===== config.mk =====
export PLATFORM = sky130hd
export DESIGN_NAME = ex_eh
export DESIGN_NICKNAME = d
export VERILOG_FILES = /design/src/ex_isa_pkg.sv /design/src/ex_eh.sv
export SDC_FILE = /design/constraint.sdc
export NUM_CORES = 1
export LEC_CHECK = 0
export ABC_AREA = 1
export BUFFER_PORTS_ARGS = -buffer_cell sky130_fd_sc_hd__buf_2
export CORE_MARGIN = 2
export CORE_UTILIZATION = 35
export DETAILED_ROUTE_END_ITERATION = 8
export MAX_ROUTING_LAYER = met4
export PLACE_DENSITY = 0.72
export SLEW_MARGIN = 20
export SYNTH_ARGS = -nofsm -noshare
export SYNTH_HDL_FRONTEND = slang
export SYNTH_SLANG_ARGS = --single-unit

===== constraint.sdc =====
create_clock -name vclk -period 1.66
set_clock_uncertainty 0.15 [all_clocks]
set_input_delay 0.166 -clock vclk [all_inputs]
set_output_delay 0.166 -clock vclk [all_outputs]
set_load 0.1 [all_outputs]

===== src/ex_isa_pkg.sv =====
// Integer pipe ISA definitions: widths, opcodes, fetch faults and vector offsets
package ex_isa_pkg;

   // Datapath widths
   typedef logic [63:0] data_t;
   // Word-addressed, so the next PC is pc + 1
   typedef logic [31:0] pc_t;
   typedef logic [5:0]  preg_t;
   typedef logic [4:0]  rob_id_t;
   typedef logic [31:0] evect_t;

   // Function-unit class of an issued micro-op
   typedef enum logic [1:0] {
      fu_alu = 2'd0,
      fu_bru = 2'd1,
      fu_lsu = 2'd2
   } fu_e;

   typedef enum logic [3:0] {
      alu_add  = 4'd0,
      alu_sub  = 4'd1,
      alu_and  = 4'd2,
      alu_or   = 4'd3,
      alu_xor  = 4'd4,
      alu_sll  = 4'd5,
      alu_srl  = 4'd6,
      alu_sra  = 4'd7,
      alu_slt  = 4'd8,
      alu_sltu = 4'd9,
      alu_mul  = 4'd10
   } alu_op_e;

   typedef enum logic [2:0] {
      bru_beq  = 3'd0,
      bru_bne  = 3'd1,
      bru_blt  = 3'd2,
      bru_bltu = 3'd3,
      bru_bge  = 3'd4,
      bru_bgeu = 3'd5,
      bru_jal  = 3'd6,
      bru_jalr = 3'd7
   } bru_op_e;

   // Fetch-side exception flags, one bit per cause
   typedef logic [2:0] fe_t;
   localparam int fe_itm     = 0;
   localparam int fe_ipf     = 1;
   localparam int fe_syscall = 2;

   // Offsets from the exception vector base
   localparam evect_t vec_off_itm     = 32'd1;
   localparam evect_t vec_off_ipf     = 32'd2;
   localparam evect_t vec_off_syscall = 32'd3;
   localparam evect_t vec_off_illegal = 32'd4;

endpackage

===== src/ex_eh.sv =====
// Exception prioritizer: picks the highest-priority cause and forms its vector address
`timescale 1ns/1ns

module ex_eh (
   input  ex_isa_pkg::fe_t    fe,
   input  logic               illegal,
   input  ex_isa_pkg::evect_t evect,
   output logic               exc,
   output ex_isa_pkg::pc_t    exc_tgt
);
   import ex_isa_pkg::*;

   evect_t vec_off;

   assign exc = (|fe) | illegal;

   // Priority itm > ipf > syscall > illegal
   always_comb begin
      if (fe[fe_itm]) begin
         vec_off = vec_off_itm;
      end else if (fe[fe_ipf]) begin
         vec_off = vec_off_ipf;
      end else if (fe[fe_syscall]) begin
         vec_off = vec_off_syscall;
      end else begin
         vec_off = vec_off_illegal;
      end
   end

   assign exc_tgt = pc_t'(evect + vec_off);

endmodule


==> impl_summary.log, run 1 <==
INFO  metric synthesized_cell_area = 0.00104 mm^2
INFO  metric postSynthNetCount = between 200 and 250
INFO  metric floorplan.die.height = just under 60 um
INFO  metric synth_top_cell_area_share = 35.1%
INFO  metric syn_avg_cell_area = 5.01 um^2
INFO  metric initial_utilization = 37.3%
INFO  metric die_width = 58.4 um
INFO  metric unique_masters_post_synth = 20
INFO  metric globalplace.congestion = 0.945
INFO  metric number_of_instances_in_the_synthesized_netlist = 207
INFO  metric hpwl = 5280 um
INFO  metric post_cts_hold_buffer_count = 0
INFO  metric failed_stage = clock tree synthesis
INFO  metric synth.yosys.seq_area_share = 0%
INFO  metric stop_error = [ERROR DPL-0038] Utilization greater than 100%, impossible to legalize
INFO  metric cells_taking_the_most_area_after_synthesis = nand2_1, nor2_1, nand3b_1
INFO  metric synth.yosys.warnings = 0
INFO  metric postCtsSetupBuffers = 7
INFO  metric run_status = did not finish
INFO  metric placement.io_buffers = 69
INFO  metric place_ws = -0.547 ns
INFO  metric synth_top_area_cell = nand2_1
INFO  metric pin_count = 69
INFO  metric post_cts.resized_instances = 44
INFO  metric num_rows = 19
## synthesized netlist by cell type, drive strengths merged
master,n
inv,17
nor2,49
xor2,8
fa,1
xnor2,6
or2,1
ha,3
nor3,2
o21ai,1
o21bai,1
nand2,100
nand3,5
nand3b,13
## per-stage QoR
step	std cells	area (um^2)
floorplan	207	1590
global placement	332	2650
detailed placement	332	2650
## logic make-up after synthesis
family | synth area share, %
xor+xnor | 11.8
simple gates | 75.3
compound gates | 1.21
fa+ha+maj | 5.55
buf+inv | 6.15
==> run 2, diff against run 1 <==
--- a/config.mk
+++ b/config.mk
@@ -8,10 +8,9 @@
 export ABC_AREA = 1
 export BUFFER_PORTS_ARGS = -buffer_cell sky130_fd_sc_hd__buf_2
 export CORE_MARGIN = 2
-export CORE_UTILIZATION = 35
+export CORE_UTILIZATION = 20
 export DETAILED_ROUTE_END_ITERATION = 8
-export MAX_ROUTING_LAYER = met4
-export PLACE_DENSITY = 0.72
+export PLACE_DENSITY_LB_ADDON = 0.15
 export SLEW_MARGIN = 20
 export SYNTH_ARGS = -nofsm -noshare
 export SYNTH_HDL_FRONTEND = slang
==> constraint.sdc (replaced) <==
create_clock -name vclk -period 2.16
set_clock_uncertainty 0.15 [all_clocks]
set_input_delay 0.216 -clock vclk [all_inputs]
set_output_delay 0.216 -clock vclk [all_outputs]
set_load 0.1 [all_outputs]
==> impl_summary.log, run 2 <==
INFO  metric route.detailed.vias_per_inst = 4.11
INFO  metric layout_commonest_cell = nand2_1
INFO  metric num_rows = 26 (+7)
INFO  metric filler_cell_count = 504
INFO  metric postRouteWirelength = 3650 um
INFO  metric actual_transition_at_the_worst_max_transition_pin = slightly below 0.5 ns
INFO  metric core_area = between 0.005 and 0.006 mm^2
INFO  metric synth.yosys.seq_area_share = 0% (unchanged)
INFO  metric synth_top_cell_area_share = 35.1% (unchanged)
INFO  metric final_hold_viol_count = 0
INFO  metric grt_overflow = 0
INFO  metric sequential_cell_total = 0
INFO  metric hpwl = 3410 um (-35%)
INFO  metric initial_utilization = 20.6% (-17 points)
INFO  metric hold_path.class = in -> out
INFO  metric number_of_instances_in_the_synthesized_netlist = 207 (unchanged)
INFO  metric run_status = finished, violations left
INFO  metric cells_taking_the_most_area_after_synthesis = nand2_1, nor2_1, nand3b_1
INFO  metric power_per_cell_area = 304 mW/mm^2
INFO  metric placement.io_buffers = 69 (unchanged)
INFO  metric synth_top_cells_by_count = nand2_1, nor2_1, inv_1, nand3b_1, xor2_1
INFO  metric dr.first_iter.drc_count = 53
INFO  metric total_leakage_power = 1.08 nW
INFO  metric worst_hold_slack = 0.670 ns
INFO  metric drive_above_1_share = 47.4%
INFO  metric critical_path.startpoint_type = primary input
INFO  metric worst_supply_voltage_drop_on_vdd = 0.000173 V
INFO  metric yosys.cell_count.top_type = nand2_1
INFO  metric max_freq = approximately 0.46 GHz
INFO  metric pin_count = 69 (unchanged)
INFO  metric floorplan.die.height = 76.0 um (+30%)
INFO  metric place_ws = -0.0964 ns (+0.451 ns)
INFO  metric globalRouteTotalUtil = 13.0%
INFO  metric post_cts_hold_buffer_count = 0 (unchanged)
INFO  metric postSynthNetCount = 247 (unchanged)
INFO  metric grt_antenna_before_repair = 0
INFO  metric final_worst_path_period_share = 101%
INFO  metric area_growth = 134%
INFO  metric antenna_cells = 0
INFO  metric post-route-drc-count = 0
INFO  metric failed_checks = negative setup slack
INFO  metric die_width = 76.0 um (+30%)
INFO  metric end_kind = output port
INFO  metric grt_start_max_net_pins = 6
INFO  metric sequential_cell_area_in_the_final_layout = 0 um^2
INFO  metric crit_required = 1.79 ns
INFO  metric category_of_the_critical_setup_timing_path = in -> out
INFO  metric grt_first_pass_wirelength = roughly 6500 um
INFO  metric detailroute.via_count = roughly 1.5k
INFO  metric path_max_fanout = 5
INFO  metric slew_headroom = about two thirds
INFO  metric post-route-min-period = 2.18 ns
INFO  metric unique_masters_post_synth = 20 (unchanged)
INFO  metric detail_route.wl_per_cell = between 10 and 15 um
INFO  metric globalplace.congestion = 0.851 (-9.9%)
INFO  metric synthesized_cell_area = 0.00104 mm^2 (unchanged)
INFO  metric timing.final.setup_violations = 1
INFO  metric synth.yosys.warnings = 0 (unchanged)
INFO  metric layout.clock_buffers = 0
INFO  metric synth_top_area_cell = nand2_1
INFO  metric syn_avg_cell_area = 5.01 um^2 (unchanged)
INFO  metric finalWorstSetupSlack = -0.0168 ns
INFO  metric rsz0062_at_grt = yes
INFO  metric maxSlewViolCount = 0
INFO  metric ant_nets = 0
INFO  metric design.final.nets = around 330
INFO  metric layout_common_cells = nand2_1, nor2_1, buf_2
INFO  metric drtPass1Iterations = 4
INFO  metric design.die.area = around 0.0058 mm^2
INFO  metric drv.max_cap_violation_count = 0
INFO  metric worst_ep_arrival_time = 1.81 ns
INFO  metric grt_pass1_vias = 1441
[run 2: cell counts after synthesis]
Identical to the previous run, type by type.
[run 2: per-stage QoR]
step	instances	instance area, um^2	power [mW]	util (%)	setup TNS (ns)
floorplan	207	1370	0.454	-	-0.358
finish	357	2430	0.739	48.2	-0.0168
detailed placement	354	2350	0.728	46.7	-0.391
CTS	356	2390	0.737	47.5	-0.0103
global placement	354	2350	0.725	46.7	-0.114
global route	357	2430	0.770	48.2	-0.345
[run 2: path summary, 6_finish.rpt]
kind  startpoint          end  slack, ns  depth (start not counted)
min    evect[31]  exc_tgt[31]       0.67                          4
max        fe[0]   exc_tgt[4]      -0.02                         10
[run 2: timing repair]
action | in CTS | in global routing
resized for setup | 5 | 6
endpoints found under the hold margin | 0 | 0
endpoints found under the setup margin | 12 | 22
setup buffers | 2 | 1
pin swaps | 4 | 11
[run 2: final cells by class]
class              instances  area (um^2)  area share [%]
multi-input cells        190         1340            55.0
repair buffers            80          941            38.7
well taps                 70         87.6            3.60
inverters                 17         63.8            2.63
[run 2: cell families after synthesis]
logic type               synth area share (%)
adder cells (fa/ha/maj)                  5.55
buffers and inverters                    6.15
AO/OA/AOI/OAI                            1.21
XOR/XNOR                                 11.8
AND/OR/NAND/NOR                          75.3
[run 2: report_power, final]
group          switching [mW]  internal (mW)  total, mW  leakage [nW]
clock                       0              0          0             0
combinational           0.473          0.265      0.739          1.08
sequential                  0              0          0             0
total                   0.473          0.265      0.739          1.08
[run 2: worst max-delay path, stage by stage]
cell,delay [ns]
buf_6,0.10
o21bai_1,0.15
ha_2,0.19
fa_2,0.35
nand3_2,0.10
nand2_4,0.09
buf_4,0.14
buf_4,0.14
xor2_4,0.16
buf_12,0.19
[run 2: metal layers]
metal  track usage [%]  wire length [um]  vias to the layer above
li1                  -                 -                      787
met1              17.0              1570                      633
met2              23.8              1820                       44
met3              1.42               210                        4
met4              1.45                47                        0
met5                 0                 0                        -
No activity file was read; power rests on OpenSTA's default activity.
