<file path="src/ex_isa_pkg.sv">
// Integer pipe ISA definitions: widths, opcodes, fetch faults and vector offsets
package ex_isa_pkg;

   // Datapath widths
   typedef logic [63:0] data_t;
   // Word-addressed, so the next PC is pc + 1
   typedef logic [31:0] pc_t;
   typedef logic [5:0]  preg_t;
   typedef logic [4:0]  rob_id_t;
   typedef logic [31:0] evect_t;

   // Function-unit class of an issued micro-op
   typedef enum logic [1:0] {
      fu_alu = 2'd0,
      fu_bru = 2'd1,
      fu_lsu = 2'd2
   } fu_e;

   typedef enum logic [3:0] {
      alu_add  = 4'd0,
      alu_sub  = 4'd1,
      alu_and  = 4'd2,
      alu_or   = 4'd3,
      alu_xor  = 4'd4,
      alu_sll  = 4'd5,
      alu_srl  = 4'd6,
      alu_sra  = 4'd7,
      alu_slt  = 4'd8,
      alu_sltu = 4'd9,
      alu_mul  = 4'd10
   } alu_op_e;

   typedef enum logic [2:0] {
      bru_beq  = 3'd0,
      bru_bne  = 3'd1,
      bru_blt  = 3'd2,
      bru_bltu = 3'd3,
      bru_bge  = 3'd4,
      bru_bgeu = 3'd5,
      bru_jal  = 3'd6,
      bru_jalr = 3'd7
   } bru_op_e;

   // Fetch-side exception flags, one bit per cause
   typedef logic [2:0] fe_t;
   localparam int fe_itm     = 0;
   localparam int fe_ipf     = 1;
   localparam int fe_syscall = 2;

   // Offsets from the exception vector base
   localparam evect_t vec_off_itm     = 32'd1;
   localparam evect_t vec_off_ipf     = 32'd2;
   localparam evect_t vec_off_syscall = 32'd3;
   localparam evect_t vec_off_illegal = 32'd4;

endpackage
</file>
<file path="src/ex_bru.sv">
// Branch resolution unit: taken, target and link value from the shared subtractor flags
`timescale 1ns/1ns

module ex_bru (
   input  ex_isa_pkg::bru_op_e bru_op,
   input  ex_isa_pkg::pc_t     pc,
   input  ex_isa_pkg::pc_t     npc,
   input  ex_isa_pkg::data_t   imm,
   input  ex_isa_pkg::data_t   op1,
   input  ex_isa_pkg::data_t   add_sum,
   input  logic                add_carry,
   input  logic                add_overflow,
   output logic                taken,
   output ex_isa_pkg::pc_t     tgt,
   output ex_isa_pkg::data_t   link,
   output logic                link_we
);
   import ex_isa_pkg::*;

   logic is_eq;
   logic is_lt;
   logic is_ltu;
   logic is_jump;
   pc_t  rel_tgt;
   pc_t  reg_tgt;

   // Compare flags, adder holds op1 - op2
   assign is_eq  = (add_sum == '0);
   assign is_lt  = add_sum[63] ^ add_overflow;
   assign is_ltu = ~add_carry;

   assign is_jump = (bru_op == bru_jal) | (bru_op == bru_jalr);

   always_comb begin
      case (bru_op)
         bru_beq: begin
            taken = is_eq;
         end
         bru_bne: begin
            taken = ~is_eq;
         end
         bru_blt: begin
            taken = is_lt;
         end
         bru_bltu: begin
            taken = is_ltu;
         end
         bru_bge: begin
            taken = ~is_lt;
         end
         bru_bgeu: begin
            taken = ~is_ltu;
         end
         // Unconditional jumps
         default: begin
            taken = 1'b1;
         end
      endcase
   end

   // PC-relative for branches and jal, register-based for jalr
   assign rel_tgt = pc + pc_t'(imm);
   assign reg_tgt = pc_t'(op1) + pc_t'(imm);
   assign tgt     = (bru_op == bru_jalr) ? reg_tgt : rel_tgt;

   // Return address, written only by jumps
   assign link    = data_t'(npc);
   assign link_we = is_jump;

endmodule

</file>
<file path="config.mk">
export PLATFORM = sky130hd
export DESIGN_NAME = ex_bru
export DESIGN_NICKNAME = d
export VERILOG_FILES = /design/src/ex_isa_pkg.sv /design/src/ex_bru.sv
export SDC_FILE = /design/constraint.sdc
export NUM_CORES = 1
export LEC_CHECK = 0
export BUFFER_PORTS_ARGS = -buffer_cell sky130_fd_sc_hd__buf_2
export CORE_AREA = 2 2 141 143
export DETAILED_ROUTE_END_ITERATION = 7
export DIE_AREA = 0 0 143 145
export GPL_TIMING_DRIVEN = 1
export PLACE_DENSITY = 0.51
export SYNTH_ARGS = -nofsm -noshare
export SYNTH_HDL_FRONTEND = slang
export SYNTH_SLANG_ARGS = --single-unit
</file>
<file path="constraint.sdc">
create_clock -name vclk -period 5.31
set_input_delay 0.2655 -clock vclk [all_inputs]
set_output_delay 0.2655 -clock vclk [all_outputs]
set_load 0.01 [all_outputs]
</file>
==> results of run 1 <==
==> cells in the mapped netlist, drive strengths merged, types with 3 or more instances <==
library cell  count  area share
a21oi            32       0.057
mux2             31        0.12
o21ai            17       0.030
ha               34        0.15
nor2b             7       0.016
nand2b            3      0.0067
buf              68        0.18
nand4             5       0.011
and3              4      0.0089
nor2             14       0.019
nor4             17       0.038
nand3b            3      0.0081
clkbuf            6      0.0081
o31ai             3      0.0081
xor2             10       0.031
inv              10       0.013
nor3              5       0.011
o21a              6       0.016
a21o             15       0.040
mux2i             5       0.018
nand3             5      0.0089
xnor2            18       0.056
nand2            19       0.026
==> power by group <==
part / internal (mW) / leakage, nW / switching (mW)
Sequential: 0 / 0 / 0
Combinational: 0.217 / 1.89 / 0.254
Clock: 0 / 0 / 0
==> per-layer routing <==
metal / track usage / part of all wire / vias to the layer above
met1: 0.1209 / 0.44 / 1360
met5: 0 / 0 / -
met2: 0.1675 / 0.47 / 145
met3: 0.01551 / 0.079 / 8
li1: - / - / 1584
met4: 0.006931 / 0.0074 / 0
==> worst min-delay path by stage <==
| stage | startpoint | endpoint | cells past startpoint |
|---|---|---|---|
| after global routing | npc[2] | link[2] | 0 |
| after global placement | npc[10] | link[10] | 0 |
| after floorplan | bru_op[1] | taken | 1 |
| after CTS | npc[10] | link[10] | 0 |
| final | npc[15] | link[15] | 0 |
| after detailed placement | npc[10] | link[10] | 0 |
==> area by class of cell <==
type / instances / share of cell area
Timing Repair Buffer: 201 / 0.2709
Multi-Input combinational cell: 317 / 0.6302
Tap cell: 265 / 0.08884
Inverter: 10 / 0.01006
==> stage by stage <==
stage	area [µm²]	hold slack (ps)	utilization	setup slack, ps
6_report	3732	531.0	0.1943	849.8
5_1_grt	3732	531.0	0.1943	565.2
4_1_cts	3732	531.1	0.1943	751.4
3_5_place_dp	3732	531.1	0.1943	777.3
3_3_place_gp	3732	531.1	0.1943	793.8
2_1_floorplan	2913	620.0	-	1589
==> kinds of logic (layout without fill, tap and decap cells) <==
logic type,count (synthesis),after routing,share of synthesized area
adders and majority gates,35,35,0.1593
other,1,32,0.001341
and+or+nand+nor,89,89,0.1700
AOI/OAI and AO/OA,97,97,0.2376
buffers and inverters,84,211,0.2013
muxes,36,36,0.1427
xor gates and xnor gates,28,28,0.08769
==> flow_summary.yaml, run 1 <==
cells_and_area:
  drive_gt1_frac: 0.4489
  instances_no_fill: 793
  layout_common_cells: "buf_2, ha_1, a21oi_1, conb_1, mux2_2"
  clock_buffers: 0
  final_common_cell: "buf_2"
  n_antenna_cell: 0
  synthToLayoutAreaGrowth_pct: 33.47
  fillCellCount: 2183
  multi_input_area_um2: 2352
  fin_nets: 826
  regArea_um2: 0
  design.seq.count: 0
die:
  io_pins: 359
  rows: 51
  die_x_um: 143
  start_util: 0.1456
  die_h_um: 145
  die-area_um2: 20740
  core-area_um2: 19210
setup_path:
  critical_path.max_fanout: 17
  worstSetupStartpoint: "bru_op[1]"
  critPathKind: "input port to primary output"
  cp.arrival_ps: 4190
  startpoint_type: "input port"
  worstPathRequired_ps: 5040
  worstSetupEndpointType: "primary output"
  crit_cells: 14
  crit_chain: "buf_2 -> and2_1 -> nand2_2 -> mux2_2 -> ha_1 -> a21o_1 -> a21oi_1 -> o211a_1 -> o311ai_0 -> a21oi_1 -> o21ai_0 -> a41oi_1 -> a311oi_1 -> buf_2"
  cp-endpoint: "tgt[29]"
  crit_slowest_cell: "o311ai_0"
  cp_slowest_stage_delay_ps: 650
  worst-path-buf-inv: 2
  critPathTopFamily: "compound AO/OA/AOI/OAI gates"
clock_network:
  cts_setup_buffers: 0
  postCtsHoldBufs: 0
  cts-resized-gates: 0
drt:
  vias_per_cell: 3.905
  ant_nets: 0
  drc: 0
  initialDrtViolationCount: 59
  dr.pass1.iters: 4
  wl_per_cell_um: 13.04
  drt_wl_total_um: 10340
  dr_total_vias: 3097
sta:
  period_share: 0.8400
  slew_violations: 0
  setup_viol: 0
  min_period_ps: 4460
  timing.fmax_mhz: 224.2
  finalSetupTns_ps: 0
  worst_slew_pin_slew_ps: 688.0
  grt_setup_unrepaired: "false"
  slew_headroom: 0.5355
  hold_viol: 0
synthesis:
  synthCells: 370
  syn_area_um2: 2796
  synth.distinct_cells: 54
  avgSynthCellArea_um2: 7.558
  yosysSeqAreaShare: 0
  synth_warnings: 0
grt:
  grt_usage: 0.09333
  grt_pass1_vias: 3081
  antenna_found_initial: 0
  grt_pass1_wl_um: 15780
  grt_max_degree: 18
  grt-ovfl-total: 0
pwr:
  vdd_drop_max_v: 0.00005721
  p_per_area_nw_per_um2: 126.1
  p_leak_nw: 1.887
  finalPower_mw: 0.4706
placed_design:
  port_buffers: 199
  dpl.cell_count: 793
  gp_congestion: 0.8280
  post-dp-hpwl_um: 9351
flow_run:
  drv_cap: 0
min_path:
  hold_class: "input port to primary output"
run_status:
  status: "finished, final reports clean"
Note: power is estimated with default switching activity, not from simulation.
==> run 2: changes to the inputs <==
--- a/config.mk
+++ b/config.mk
@@ -5,12 +5,13 @@
 export SDC_FILE = /design/constraint.sdc
 export NUM_CORES = 1
 export LEC_CHECK = 0
+export ABC_AREA = 1
 export BUFFER_PORTS_ARGS = -buffer_cell sky130_fd_sc_hd__buf_2
-export CORE_AREA = 2 2 141 143
+export CORE_AREA = 2 2 139 141
 export DETAILED_ROUTE_END_ITERATION = 7
-export DIE_AREA = 0 0 143 145
+export DIE_AREA = 0 0 141 143
 export GPL_TIMING_DRIVEN = 1
-export PLACE_DENSITY = 0.51
+export PLACE_DENSITY = 0.57
 export SYNTH_ARGS = -nofsm -noshare
 export SYNTH_HDL_FRONTEND = slang
 export SYNTH_SLANG_ARGS = --single-unit
==> constraint.sdc (replaced) <==
create_clock -name vclk -period 4.43
set_input_delay 0.2215 -clock vclk [all_inputs]
set_output_delay 0.2215 -clock vclk [all_outputs]
set_load 0.01 [all_outputs]
==> run 2 against run 1 <==
Count of clock-buffer cells in the layout unchanged. Utilization increased by 4.9 points. Critical path depth increased by 2. Synthesized cell count increased by 84%. Hold slack got worse by 88 ps. Non-clock buffer count decreased by 1. First-iteration DRC count increased by 110%. Sequential share of layout area unchanged. Die area decreased by 2.8%. Global-route usage increased by 2.8 points. Combinational power increased by 34%. Via count increased by 37%. Largest power group unchanged.
==> flow_summary.yaml, run 2 <==
pwr:
  finalPower_mw: 0.6322
  p_per_area_nw_per_um2: 139.8
  p_leak_nw: 2.944
  vdd_drop_max_v: 0.00002915
synthesis:
  synth_warnings: 0
  synthMuxAreaShare: 0.09616
  synth_top_area_share: 0.2522
  synth_most_common_cell: "nand2_1"
  synth.area.top_cells: "nand2_1, buf_4, inv_1"
  synth_compound_area_frac: 0.04255
  yosysTopAreaCell: "nand2_1"
  yosysSeqAreaShare: 0
  synthCells: 679
  avgSynthCellArea_um2: 5.327
  ys_top_cells_by_count: "nand2_1, inv_1, nor2_1"
  synth_simple_gate_area_frac: 0.4275
  synth.distinct_cells: 29
  synthXorXnorAreaFrac: 0.03874
  synth_fa_ha_area_frac: 0.1231
  syn_area_um2: 3617
  synth_top_family_by_area: "simple AND/OR/NAND/NOR gates"
drt:
  drc: 0
  vias_per_cell: 3.916
  drt_wl_total_um: 12870
  ant_nets: 0
  wl_per_cell_um: 11.92
  initialDrtViolationCount: 124
  dr_total_vias: 4229
  dr.pass1.iters: 4
cells_and_area:
  fillCellCount: 2170
  final_common_cell: "nand2_1"
  clock_buffers: 0
  drive_gt1_frac: 0.2966
  design.seq.count: 0
  fin_nets: 1141
  synthToLayoutAreaGrowth_pct: 25.04
  layout_common_cells: "nand2_1, buf_2, inv_1, nor2_1, ha_1"
  regArea_um2: 0
min_path:
  min_to: "link[1]"
  hold_depth: 0
  min_from: "npc[1]"
  hold_class: "input port to primary output"
flow_run:
  drv_cap: 0
grt:
  grt-ovfl-total: 0
  grt_pass1_vias: 3942
  grt_usage: 0.1216
  grt_max_degree: 28
  grt_pass1_wl_um: 19430
  antenna_found_initial: 5
sta:
  grt_setup_unrepaired: "false"
  slew_violations: 0
  finalSetupTns_ps: 0
  timing.fmax_mhz: 309.0
  worst_slew_pin_slew_ps: 731.6
  setup_viol: 0
  hold_viol: 0
  period_share: 0.7304
  slew_headroom: 0.5106
  min_period_ps: 3236
die:
  die_h_um: 143
  io_pins: 359
  die_x_um: 141
  start_util: 0.1947
  die-area_um2: 20160
  core-area_um2: 18580
  rows: 50
setup_path:
  startpoint_type: "input port"
  cp.arrival_ps: 3010
  critPathKind: "input port to primary output"
  worstPathRequired_ps: 4210
  critical_path.max_fanout: 27
  worstSetupEndpointType: "primary output"
clock_network:
  postCtsHoldBufs: 0
  cts_setup_buffers: 0
  cts-resized-gates: 0
run_status:
  status: "finished, final reports clean"
placed_design:
  port_buffers: 199
  gp_congestion: 0.8961
  post-dp-hpwl_um: 11980
## run 2: per-stage QoR
stage	worst slack [ps]	instance area [µm²]	utilization	instances	hold slack (ps)
finish	1194	4523	0.2434	1080	443.0
global route	830.8	4516	0.2430	1077	443.0
CTS	1115	4516	0.2430	1077	443.1
detailed placement	1118	4516	0.2430	1077	443.1
global placement	1122	4516	0.2430	1077	443.1
floorplan	2069	3734	-	710	534.8
## run 2: final cells by class
cell class | count | area, µm² | share of cell area
Multi-Input combinational cell | 519 | 2754 | 0.6089
Timing Repair Buffer | 200 | 1003 | 0.2219
Inverter | 124 | 465.4 | 0.1029
Tap cell | 234 | 292.8 | 0.06473
Antenna cell | 3 | 7.507 | 0.001660
## run 2: routing by layer
layer  share of wire  global-route usage
met5          0.0021                   0
met4           0.016             0.01789
met3           0.092             0.03856
met2            0.46              0.2146
met1            0.43              0.1481
## run 2: worst max path at each step
stage | from | to | slack [ps] | cells after the start
finish | bru_op[1] | tgt[26] | 1190 | 16
detailed placement | bru_op[1] | tgt[24] | 1120 | 16
floorplan | bru_op[1] | tgt[28] | 2070 | 17
global route | bru_op[1] | tgt[26] | 830 | 16
global placement | bru_op[1] | tgt[24] | 1120 | 16
CTS | bru_op[1] | tgt[24] | 1120 | 16
## run 2: critical path, cell delays in order
cell	delay [ps]
buf_2	120
nand2_1	80
inv_2	50
nand2_2	530
buf_4	290
mux2_2	340
ha_1	420
nand2_1	130
nor2_1	200
nand2_1	100
nor2_1	110
nand2_1	80
nand3_1	90
nand2_1	50
nand2_1	60
buf_2	130
## run 2: cells by family (layout without fill, tap and decap cells)
| logic type | count (synthesis) | in the layout |
|---|---|---|
| buffers and inverters | 191 | 324 |
| and+or+nand+nor | 377 | 377 |
| adders and majority gates | 35 | 35 |
| xor gates and xnor gates | 16 | 16 |
| muxes | 31 | 31 |
| other | 1 | 35 |
| AOI/OAI and AO/OA | 28 | 28 |
## run 2: power breakdown
group / leakage (nW) / switching, mW / total [mW] / internal [mW]
clock: 0.0000190 / 0 / 0.0000000906 / 0.0000000906
combinational: 2.94 / 0.379 / 0.632 / 0.253
sequential: 0 / 0 / 0 / 0
total: 2.94 / 0.379 / 0.632 / 0.253
==> run 3: changes to the inputs <==
==> constraint.sdc (replaced) <==
create_clock -name vclk -period 3.38
set_input_delay 0.169 -clock vclk [all_inputs]
set_output_delay 0.169 -clock vclk [all_outputs]
set_load 0.01 [all_outputs]
==> run 3 against run 2 <==
Non-clock buffer count is the same. Worst setup slack lost 620 ps. Via count shrank 0.31%. Final area grew 0.17%. Critical path depth is the same. Utilization is essentially flat. Flip-flop and latch count is the same. First-iteration DRC count grew 8.1%. Highest routed layer unchanged.
==> flow_summary.yaml, run 3 (synthesized netlist as in run 2, its figures left out) <==
die:
  die-area_um2: 20160
  rows: 50
  die_x_um: 141
  core-area_um2: 18580
  start_util: 0.1947
  io_pins: 359
  die_h_um: 143
grt:
  grt_pass1_vias: 3941
  grt_pass1_wl_um: 19140
  grt-ovfl-total: 0
  grt_max_degree: 31
  grt_usage: 0.1194
  antenna_found_initial: 3
setup_path:
  startpoint_type: "input port"
  cp_common_cell: "nand2_1"
  worstSetupEndpointType: "primary output"
  worstSetupStartpoint: "bru_op[1]"
  cp_slowest_stage_delay_ps: 400
  worstPathRequired_ps: 3210
  crit_slowest_cell: "mux2_2"
  cp.arrival_ps: 2640
  crit_chain: "buf_2 -> nand2_1 -> inv_2 -> nand2_2 -> buf_12 -> mux2_2 -> ha_1 -> nand2_1 -> nor2_1 -> nand3_1 -> nand3_1 -> nand2_1 -> nand3_1 -> nand2_1 -> nand2_1 -> buf_2"
  critPathKind: "input port to primary output"
  critical_path.max_fanout: 30
pwr:
  vdd_drop_max_v: 0.00004480
  p_leak_nw: 2.950
  p_per_area_nw_per_um2: 182.4
clock_network:
  cts-resized-gates: 0
  cts_setup_buffers: 0
  postCtsHoldBufs: 0
drt:
  ant_nets: 0
  initialDrtViolationCount: 134
  wl_per_cell_um: 11.99
  vias_per_cell: 3.911
  drc: 0
  dr.pass1.iters: 4
  drt_wl_total_um: 12920
  dr_total_vias: 4216
cells_and_area:
  clock_buffers: 0
  instances_no_fill: 1078
  fillCellCount: 2140
  final_common_cell: "nand2_1"
  design_area_um2: 4531
  regArea_um2: 0
  layout_common_cells: "nand2_1, buf_2, inv_1, nor2_1, ha_1"
  utilization: 0.2438
  fin_nets: 1141
  design.seq.count: 0
  drive_gt1_frac: 0.2966
  synthToLayoutAreaGrowth_pct: 25.25
sta:
  setup_viol: 0
  period_share: 0.8301
  grt_setup_unrepaired: "false"
  fin_ws_ps: 574.4
  hold_viol: 0
  finalSetupTns_ps: 0
  min_period_ps: 2806
  slew_violations: 0
  timing.fmax_mhz: 356.4
placed_design:
  post-dp-hpwl_um: 11940
  dpl.cell_count: 1077
  pre_cts_ws_ps: 548.7
  gp_congestion: 0.8944
  dpl_cell_area_um2: 4528
  port_buffers: 199
min_path:
  hold_class: "input port to primary output"
  min_from: "npc[1]"
run_status:
  status: "finished, final reports clean"
flow_run:
  drv_cap: 0
## run 3: stage by stage
stage / power, mW / hold slack (ps)
final: 0.8263 / 338.0
after global routing: 0.9464 / 338.0
after CTS: 0.8421 / 338.1
after detailed placement: 0.8380 / 338.1
after global placement: 0.8335 / 338.1
after floorplan: 0.5775 / 429.8
## run 3: layout make-up
class | instances | area (µm²) | area share
Tap cell | 234 | 292.8 | 0.06462
Multi-Input combinational cell | 519 | 2754 | 0.6078
Inverter | 124 | 465.4 | 0.1027
Timing Repair Buffer | 200 | 1016 | 0.2242
Antenna cell | 1 | 2.502 | 0.0005523
## run 3: routing by layer
layer,GRT usage,up-vias,part of all wire
met5,0,-,0.0016
met4,0.008421,4,0.0066
met3,0.03119,16,0.087
met2,0.2208,152,0.47
met1,0.1450,1746,0.44
li1,-,2298,-
## run 3: power breakdown
group / switching, mW / internal (mW)
sequential: 0 / 0
clock: 0 / 0.0000000395
combinational: 0.494 / 0.333
## run 3: final timing paths
path / endpoint / slack [ps] / cells after the start
worst min-delay path: link[1] / 340 / 0
worst max-delay path: tgt[26] / 570 / 16
## run 3: worst max-delay path: cells and delay by family
kind	cells	cell delay (ps)
buffers and inverters	4	530
multiplexers	1	400
AND/OR/NAND/NOR	10	1130
adder cells (fa/ha/maj)	1	380
